--- config.mk ---
export PLATFORM = sky130hd
export DESIGN_NAME = line_sensor_top
export DESIGN_NICKNAME = d
export VERILOG_FILES = /design/src/sensor_pkg.sv /design/src/steer_pkg.sv /design/src/ir_emitter_pwm.sv /design/src/sensor_scan.sv /design/src/sample_fifo.sv /design/src/error_accum.sv /design/src/line_sensor_top.sv
export SDC_FILE = /design/constraint.sdc
export NUM_CORES = 1
export LEC_CHECK = 0
export ABC_AREA = 1
export BUFFER_PORTS_ARGS = -buffer_cell sky130_fd_sc_hd__buf_2
export CORE_UTILIZATION = 35
export DETAILED_ROUTE_END_ITERATION = 10
export SLEW_MARGIN = 0
export SYNTH_ARGS = -nofsm -noshare
export SYNTH_HDL_FRONTEND = slang
export SYNTH_SLANG_ARGS = --single-unit
--- constraint.sdc ---
create_clock -name clk -period 11.5 [get_ports clk]
set_clock_uncertainty 0.15 [all_clocks]
set_input_delay 0.575 -clock clk [delete_from_list [all_inputs] [get_ports clk]]
set_output_delay 0.575 -clock clk [all_outputs]
set_load 0.005 [all_outputs]
--- src/sensor_pkg.sv ---
/*
 * sensor scan definitions
 * A2D channels, scan timing, scanner states and emitter pairs
 */
`default_nettype none

package sensor_pkg;

    localparam int a2d_width = 12;

    typedef logic [2:0] chan_t;

    localparam chan_t chan_first = 3'd1;   // scan order 1, 0, 4, 2, 3, 7
    localparam chan_t chan_last  = 3'd7;

    localparam int settle_cycles   = 4096; // emitter settling before a pair
    localparam int conv_gap_cycles = 32;

    // shared scan timer, sized for the longest wait
    typedef logic [$clog2(settle_cycles)-1:0] timer_t;

    localparam logic [7:0] pwm_on_count = 8'h8c;

    typedef enum logic [2:0] {
        idle,
        settle,
        conv_dummy,
        gap_dummy,
        conv_keep,
        wait_credit,
        gap_pair
    } scan_state_e;

    typedef enum logic [1:0] {
        pair_none,
        pair_inner,
        pair_middle,
        pair_outer
    } pair_e;

endpackage

`default_nettype wire

--- src/steer_pkg.sv ---
/*
 * steering error definitions
 * error range, accumulator width and sample link sizing
 */
`default_nettype none

package steer_pkg;

    localparam int error_width = 12;
    localparam int error_max   = 2047;
    localparam int error_min   = -2048;
    localparam int accum_width = 16;   // holds the unsaturated six-term sum

    localparam int fifo_depth   = 4;
    localparam int credit_width = 3;   // counts 0 to fifo_depth

    localparam int led_width = 8;

endpackage

`default_nettype wire

--- src/ir_emitter_pwm.sv ---
/*
 * IR emitter PWM
 * fixed duty cycle drive, steered to the emitter pair being measured
 */
`default_nettype none

module ir_emitter_pwm
    import sensor_pkg::*;
(
    input  logic  clk,
    input  logic  rst_n,
    input  logic  enable,
    input  logic  restart,
    input  pair_e pair,
    output logic  ir_in_en,
    output logic  ir_mid_en,
    output logic  ir_out_en
);

    logic [7:0] pwm_cnt;
    logic       pwm_sig;

    always_ff @(posedge clk or negedge rst_n) begin
        if (!rst_n) begin
            pwm_cnt <= '0;
        end else if (enable && !restart) begin
            pwm_cnt <= pwm_cnt + 8'd1;
        end else begin
            pwm_cnt <= '0;   // new pair starts a fresh period
        end
    end

    always_ff @(posedge clk or negedge rst_n) begin
        if (!rst_n) begin
            pwm_sig <= 1'b0;
        end else if (restart) begin
            pwm_sig <= 1'b1;
        end else if (!enable) begin
            pwm_sig <= 1'b0;
        end else if (pwm_cnt == 8'hff) begin
            pwm_sig <= 1'b1;
        end else if (pwm_cnt == pwm_on_count) begin
            pwm_sig <= 1'b0;
        end
    end

    assign ir_in_en  = enable && pwm_sig && (pair == pair_inner);
    assign ir_mid_en = enable && pwm_sig && (pair == pair_middle);
    assign ir_out_en = enable && pwm_sig && (pair == pair_outer);

endmodule

`default_nettype wire

--- src/sensor_scan.sv ---
/*
 * sensor scanner
 * walks the six IR channels, runs a dummy and a kept A2D conversion
 * per channel and sends kept results out under credit flow control
 */
`default_nettype none

module sensor_scan
    import sensor_pkg::*;
    import steer_pkg::*;
(
    input  logic                 clk,
    input  logic                 rst_n,
    input  logic                 go,
    output logic                 strt_cnv,
    output chan_t                chnnl,
    input  logic                 cnv_cmplt,
    input  logic [a2d_width-1:0] a2d_res,
    output logic                 ir_in_en,
    output logic                 ir_mid_en,
    output logic                 ir_out_en,
    output logic                 push,
    output chan_t                push_chan,
    output logic [a2d_width-1:0] push_res,
    input  logic                 credit_ret
);

    scan_state_e             state;
    scan_state_e             state_nxt;
    timer_t                  timer;
    logic                    seen_low;
    logic                    cnv_done;
    logic                    keep_done;
    logic                    start;
    logic                    pwm_restart;
    logic                    emit_en;
    logic [credit_width-1:0] credits;
    pair_e                   pair;

    function automatic chan_t next_chan(input chan_t ch);
        case (ch)
            3'd1:    return 3'd0;
            3'd0:    return 3'd4;
            3'd4:    return 3'd2;
            3'd2:    return 3'd3;
            3'd3:    return 3'd7;
            default: return chan_first;
        endcase
    endfunction

    function automatic pair_e pair_of(input chan_t ch);
        case (ch)
            3'd1, 3'd0: return pair_inner;
            3'd4, 3'd2: return pair_middle;
            3'd3, 3'd7: return pair_outer;
            default:    return pair_none;
        endcase
    endfunction

    // second channel of its pair
    function automatic logic pair_last(input chan_t ch);
        return (ch == 3'd0) || (ch == 3'd2) || (ch == 3'd7);
    endfunction

    assign pair      = pair_of(chnnl);
    assign cnv_done  = seen_low && cnv_cmplt;
    assign keep_done = (state == conv_keep) && cnv_done;

    always_comb begin
        state_nxt   = state;
        start       = 1'b0;
        pwm_restart = 1'b0;
        case (state)
            idle: begin
                if (go) begin
                    state_nxt   = settle;
                    pwm_restart = 1'b1;
                end
            end
            settle: begin
                if (timer == timer_t'(settle_cycles - 1)) begin
                    state_nxt = conv_dummy;
                    start     = 1'b1;
                end
            end
            conv_dummy: begin
                if (cnv_done) begin
                    state_nxt = gap_dummy;   // result thrown away
                end
            end
            gap_dummy: begin
                if (timer == timer_t'(conv_gap_cycles - 1)) begin
                    if (credits == '0) begin
                        state_nxt = wait_credit;
                    end else begin
                        state_nxt = conv_keep;
                        start     = 1'b1;
                    end
                end
            end
            wait_credit: begin
                if (credits != '0) begin
                    state_nxt = conv_keep;
                    start     = 1'b1;
                end
            end
            conv_keep: begin
                if (cnv_done) begin
                    if (chnnl == chan_last) begin
                        state_nxt = idle;
                    end else if (pair_last(chnnl)) begin
                        state_nxt   = settle;
                        pwm_restart = 1'b1;
                    end else begin
                        state_nxt = gap_pair;
                    end
                end
            end
            gap_pair: begin
                if (timer == timer_t'(conv_gap_cycles - 1)) begin
                    state_nxt = conv_dummy;
                    start     = 1'b1;
                end
            end
            default: state_nxt = idle;
        endcase
    end

    always_ff @(posedge clk or negedge rst_n) begin
        if (!rst_n) begin
            state    <= idle;
            timer    <= '0;
            strt_cnv <= 1'b0;
            seen_low <= 1'b0;
        end else begin
            state    <= state_nxt;
            strt_cnv <= start;
            if (state_nxt != state) begin
                timer <= '0;
            end else if (state == settle || state == gap_dummy || state == gap_pair) begin
                timer <= timer + 1'b1;
            end
            // completion counts only after cnv_cmplt has dropped
            if (start) begin
                seen_low <= 1'b0;
            end else if (!cnv_cmplt && (state == conv_dummy || state == conv_keep)) begin
                seen_low <= 1'b1;
            end
        end
    end

    always_ff @(posedge clk or negedge rst_n) begin
        if (!rst_n) begin
            chnnl   <= chan_first;
            emit_en <= 1'b0;
            push    <= 1'b0;
        end else begin
            push <= keep_done;
            if (keep_done) begin
                chnnl <= next_chan(chnnl);
            end
            if (pwm_restart) begin
                emit_en <= 1'b1;
            end else if (keep_done && pair_last(chnnl)) begin
                emit_en <= 1'b0;
            end
        end
    end

    always_ff @(posedge clk) begin
        if (keep_done) begin
            push_chan <= chnnl;
            push_res  <= a2d_res;
        end
    end

    always_ff @(posedge clk or negedge rst_n) begin
        if (!rst_n) begin
            credits <= credit_width'(fifo_depth);
        end else begin
            case ({push, credit_ret})
                2'b10:   credits <= credits - 1'b1;
                2'b01:   credits <= credits + 1'b1;
                default: credits <= credits;
            endcase
        end
    end

    ir_emitter_pwm ir_emitter_pwm_inst (
        .clk       (clk),
        .rst_n     (rst_n),
        .enable    (emit_en),
        .restart   (pwm_restart),
        .pair      (pair),
        .ir_in_en  (ir_in_en),
        .ir_mid_en (ir_mid_en),
        .ir_out_en (ir_out_en)
    );

endmodule

`default_nettype wire

--- src/sample_fifo.sv ---
/*
 * sample FIFO
 * four-entry buffer of kept samples, one credit returned per pop
 */
`default_nettype none

module sample_fifo (
    input  logic        clk,
    input  logic        rst_n,
    input  logic        push,
    input  logic [2:0]  push_chan,
    input  logic [11:0] push_res,
    input  logic        pop,
    output logic        not_empty,
    output logic [2:0]  head_chan,
    output logic [11:0] head_res,
    output logic        credit_ret
);

    logic [2:0]  chan_mem [4];
    logic [11:0] res_mem  [4];
    logic [1:0]  wr_ptr;
    logic [1:0]  rd_ptr;
    logic [2:0]  count;    // 0 to 4
    logic        do_pop;

    assign not_empty = (count != 3'd0);
    assign do_pop    = pop && not_empty;

    always_ff @(posedge clk) begin
        if (push) begin
            chan_mem[wr_ptr] <= push_chan;
            res_mem[wr_ptr]  <= push_res;
        end
    end

    always_ff @(posedge clk or negedge rst_n) begin
        if (!rst_n) begin
            wr_ptr <= '0;
            rd_ptr <= '0;
            count  <= '0;
        end else begin
            if (push) begin
                wr_ptr <= wr_ptr + 2'd1;
            end
            if (do_pop) begin
                rd_ptr <= rd_ptr + 2'd1;
            end
            case ({push, do_pop})
                2'b10:   count <= count + 3'd1;
                2'b01:   count <= count - 3'd1;
                default: count <= count;
            endcase
        end
    end

    assign head_chan  = chan_mem[rd_ptr];
    assign head_res   = res_mem[rd_ptr];
    assign credit_ret = do_pop;   // slot freed this cycle

endmodule

`default_nettype wire

--- src/error_accum.sv ---
/*
 * error accumulator
 * weights and signs each kept sample by channel, sums a sweep and
 * presents the saturated steering error on a valid/ready output
 */
`default_nettype none

module error_accum
    import sensor_pkg::*;
    import steer_pkg::*;
(
    input  logic                          clk,
    input  logic                          rst_n,
    input  logic                          not_empty,
    input  chan_t                         head_chan,
    input  logic [a2d_width-1:0]          head_res,
    output logic                          pop,
    output logic signed [error_width-1:0] error,
    output logic                          error_vld,
    input  logic                          error_rdy,
    output logic [led_width-1:0]          leds
);

    logic                          lat_vld;
    chan_t                         lat_chan;
    logic [a2d_width-1:0]          lat_res;
    logic signed [accum_width-1:0] accum;
    logic signed [accum_width-1:0] term;
    logic signed [accum_width-1:0] sum_nxt;
    logic signed [error_width-1:0] sat_val;
    logic                          acc_last;

    // one sample in flight, none while an error waits
    assign pop = not_empty && !error_vld && !lat_vld;

    always_comb begin
        term = signed'({{(accum_width - a2d_width){1'b0}}, lat_res});
        case (lat_chan)
            3'd4, 3'd2: term = term <<< 1;
            3'd3, 3'd7: term = term <<< 2;
            default:    term = term;
        endcase
        if (lat_chan == 3'd0 || lat_chan == 3'd2 || lat_chan == 3'd7) begin
            term = -term;
        end
    end

    assign sum_nxt  = (lat_chan == chan_first) ? term : accum + term;
    assign acc_last = lat_vld && (lat_chan == chan_last);

    always_comb begin
        if (sum_nxt > accum_width'(error_max)) begin
            sat_val = error_width'(error_max);
        end else if (sum_nxt < accum_width'(error_min)) begin
            sat_val = error_width'(error_min);
        end else begin
            sat_val = sum_nxt[error_width-1:0];
        end
    end

    always_ff @(posedge clk) begin
        if (pop) begin
            lat_chan <= head_chan;
            lat_res  <= head_res;
        end
        if (lat_vld) begin
            accum <= sum_nxt;
        end
    end

    always_ff @(posedge clk or negedge rst_n) begin
        if (!rst_n) begin
            lat_vld   <= 1'b0;
            error     <= '0;
            leds      <= '0;
            error_vld <= 1'b0;
        end else begin
            lat_vld <= pop;
            if (acc_last) begin
                error     <= sat_val;
                leds      <= sat_val[error_width-1 -: led_width];
                error_vld <= 1'b1;
            end else if (error_rdy) begin
                error_vld <= 1'b0;
            end
        end
    end

endmodule

`default_nettype wire

--- src/line_sensor_top.sv ---
/*
 * line sensor top
 * scanner, sample FIFO and error accumulator
 */
`default_nettype none

module line_sensor_top (
    input  logic               clk,
    input  logic               rst_n,
    input  logic               go,
    output logic               strt_cnv,
    output logic [2:0]         chnnl,
    input  logic               cnv_cmplt,
    input  logic [11:0]        a2d_res,
    output logic               ir_in_en,
    output logic               ir_mid_en,
    output logic               ir_out_en,
    output logic signed [11:0] error,
    output logic               error_vld,
    input  logic               error_rdy,
    output logic [7:0]         leds
);

    logic        push;
    logic [2:0]  push_chan;
    logic [11:0] push_res;
    logic        credit_ret;
    logic        pop;
    logic        not_empty;
    logic [2:0]  head_chan;
    logic [11:0] head_res;

    sensor_scan sensor_scan_inst (
        .clk        (clk),
        .rst_n      (rst_n),
        .go         (go),
        .strt_cnv   (strt_cnv),
        .chnnl      (chnnl),
        .cnv_cmplt  (cnv_cmplt),
        .a2d_res    (a2d_res),
        .ir_in_en   (ir_in_en),
        .ir_mid_en  (ir_mid_en),
        .ir_out_en  (ir_out_en),
        .push       (push),
        .push_chan  (push_chan),
        .push_res   (push_res),
        .credit_ret (credit_ret)
    );

    sample_fifo sample_fifo_inst (
        .clk        (clk),
        .rst_n      (rst_n),
        .push       (push),
        .push_chan  (push_chan),
        .push_res   (push_res),
        .pop        (pop),
        .not_empty  (not_empty),
        .head_chan  (head_chan),
        .head_res   (head_res),
        .credit_ret (credit_ret)
    );

    error_accum error_accum_inst (
        .clk       (clk),
        .rst_n     (rst_n),
        .not_empty (not_empty),
        .head_chan (head_chan),
        .head_res  (head_res),
        .pop       (pop),
        .error     (error),
        .error_vld (error_vld),
        .error_rdy (error_rdy),
        .leds      (leds)
    );

endmodule

`default_nettype wire

==> metrics.cfg <==
[detailed_routing]
routed_wl_microns=15980
wire_per_inst_microns=13.63
first_iter_violations=382
dr_total_vias=5675
via_per_inst=4.842
drtAntennaViolNets=0
dr.pass1.iters=7
post-route-drc-count=0

[placement]
gp_congestion=0.9059
dp_cells=1140
placement.cell_area_sq_um=8561
pre_cts_ws_ns=6.645
port-buffer-count=44
dp_hpwl_microns=11040

[sta]
whs_ns=0.1295
slew_headroom=0.2341
rsz0062_at_grt=no
max_freq_mhz=203.4
tightest_slew_ns=1.143
tns_ns=0
hold_viol_final=0
fin_crit_ns=4.917
fin_ws_ns=6.583
setup_violations=0
slew_viol_final=0
period_share=0.4276

[clock_tree]
post_cts_buffers=0
cts.repair.resized=0
cts_sinks=161
cts.path.max_buffers=2
htree_levels=4
clkLatencyLatePin_ns=0.43
cts_hold_buf=0
cts.clk_slew.worst_paths_ns=0.07
root_buffer=clkbuf_16
cts_tree=done
cts_inserted_buffers=17

[setup_path]
crit_start=error_accum_inst.lat_chan[0]
critical_path.slowest_cell=a21oi_2
critPathKind=flip-flop to flip-flop
startpoint_type=flip-flop
r2r-start=error_accum_inst.lat_chan[0]
required_ns=11.62
path_max_fanout=13
crit_top_cell=nand2_1
cp_data_arrival_time_ns=5.04
max_stage_delay_ns=0.63
cp-end-kind=flip-flop
worstPathCellList=nand2_2 > inv_1 > nand2_1 > o21ai_1 > inv_2 > nor2_1 > xor2_1 > inv_1 > ha_1 > nand3_1 > nand2_1 > inv_1 > o21ai_0 > nand3_1 > nand2_1 > nand2_1 > nand2_1 > nand2_1 > nand2_1 > inv_1 > nand2_1 > nand3_2 > a21oi_2 > a21oi_1

[cells_and_area]
final_core_util=0.4048
instances_no_fill=1172
design_area_sq_um=9165
n_fill_cell=2180
num_antenna_cells=0
syn_to_final_growth_pct=13.09
drive_above_1_share=0.1297
fin_nets=922

[yosys]
synth_top_flop_cell=edfxtp_1
synthTopCellsByArea=edfxtp_1 39%, dfrtp_1 16%, nand2_1 5.9%
async_flop_share=0.3416
ys_seq_area_frac=0.5629
ys_seq_elements=161
synth.most_common_cell=nand2_1
synth.avg_cell_area_sq_um=9.717
synth_nets=882
synth_cells=834
synthTopCellsByCount=127 x nand2_1, 107 x nor2_1, 106 x edfxtp_1
synth_top_area_share=0.3928
yosysTopAreaCell=edfxtp_1
syn-cell-area_sq_um=8104
synth_edf_count=106
ys_types=44
ys.warnings.count=0

[floorplanning]
start_util=0.3579
rows=55
core_sq_um=22640
die_y_microns=154.2
die_w_microns=154.2
design.portCount=45
die-area_sq_um=23770

[grt]
grtUsageTotal=0.1431
grt_pass1_vias=5389
grt_max_degree=56
grt_first_pass_wirelength_microns=26470
antenna_found_initial=0
grt_overflow=0

[pwr]
pwr-share-comb=0.042
p_seq_frac=0.506
power_mw=1.267
clkPwrFrac=0.451
cellPowerDensity_nw_per_um2=138.3
p_leak_nw=3.891
p_int_uw=945.2
p_sw_frac=0.2540
peakVddDrop_mv=0.1281
p_switching_uw=321.9

[status]
status=finished clean

[run]
cap_violations=0

[hold_path]
hp-class=input port to async pin

[power groups by stage]
stage	logic (mW)	clock network [mW]	registers (mW)
3_3_place_gp	0.0534	0	0.653
2_1_floorplan	0.0395	0	0.651
3_5_place_dp	0.0549	0	0.653
4_1_cts	0.0548	0.586	0.641
5_1_grt	0.0641	0.612	0.643
6_report	0.0537	0.572	0.641
[sequential cells by signal, summed over array words and instances, names as in the netlist, 4 cells and up]
signal / cells
error_accum_inst.lat_res: 12
sensor_scan_inst.push_res: 12
sensor_scan_inst.ir_emitter_pwm_inst.pwm_cnt: 8
error_accum_inst.accum: 16
sample_fifo_inst.chan_mem: 12
sensor_scan_inst.timer: 12
sample_fifo_inst.res_mem: 48
error_accum_inst.leds: 8
error_accum_inst.error: 4
[cell families (layout without fill, tap and decap cells)]
family,Yosys count,count (layout),share of synthesized area
compound gates,144,144,0.1013
fa+ha+maj,31,31,0.05064
xor+xnor,32,32,0.03458
simple gates,329,329,0.1796
buf+inv,136,189,0.06963
mux,1,1,0.001389
flops,161,161,0.5629
[path summary, 6_finish.rpt]
check	end	slack, ns	depth (start not counted)
max in group asynchronous	sensor_scan_inst.state[0]	10.59	2
worst min register to register	sensor_scan_inst.ir_emitter_pwm_inst.pwm_cnt[0]	0.35	1
worst min-delay path	error_accum_inst.leds[1]	0.13	2
min in group clk	sensor_scan_inst.push_res[5]	0.16	1
worst max-delay path	error_accum_inst.error[0]	6.58	24
worst max register to register	error_accum_inst.error[0]	6.58	24
[metal layers]
layer / vias to the layer above / GRT usage / part of all wire
met4: 0 / 0.05381 / 0.015
met2: 98 / 0.2340 / 0.46
met3: 18 / 0.03213 / 0.032
met5: - / 0 / 0
met1: 2670 / 0.1851 / 0.49
li1: 2889 / - / -
[worst max-delay path, delay by kind of cell (launching register included)]
family                   cells  cell delay (ns)
AND/OR/NAND/NOR             13             1.44
buffers and inverters        5             0.66
XOR/XNOR                     1             0.19
AO/OA/AOI/OAI                4             1.43
flip-flops                   1             0.51
adder cells (fa/ha/maj)      1             0.35
[cell type report]
type	instances	area, sq um	area share
well taps	285	356.6	0.03891
inverters	109	409.1	0.04464
flip-flops and latches	161	4562	0.4977
multi-input cells	537	2983	0.3255
repair buffers	48	250.2	0.02730
clock inverters	15	178.9	0.01952
clock buffers	17	425.4	0.04642
[layout by cell type, fill, tap and decap left out, drive strengths merged]
master      n
a21o        1
inv       116
clkbuf     17
o211ai      2
buf        48
and2        1
o21a        2
nor3       20
a221oi      1
o22ai      16
and3        1
o21ai      66
nor2      112
dfstp       2
nand2     128
o221ai      1
nor4        3
dfrtp      53
mux2        1
fa          3
o31ai       1
a31oi       2
nand3      48
a41oi       1
nand4      10
nand3b      2
xor2       25
ha         28
a21oi      48
clkinv      6
clkinvlp    2
edfxtp    106
xnor2       7
o2111ai     2
nor3b       4
o21bai      1
No activity file was read; power rests on OpenSTA's default activity.
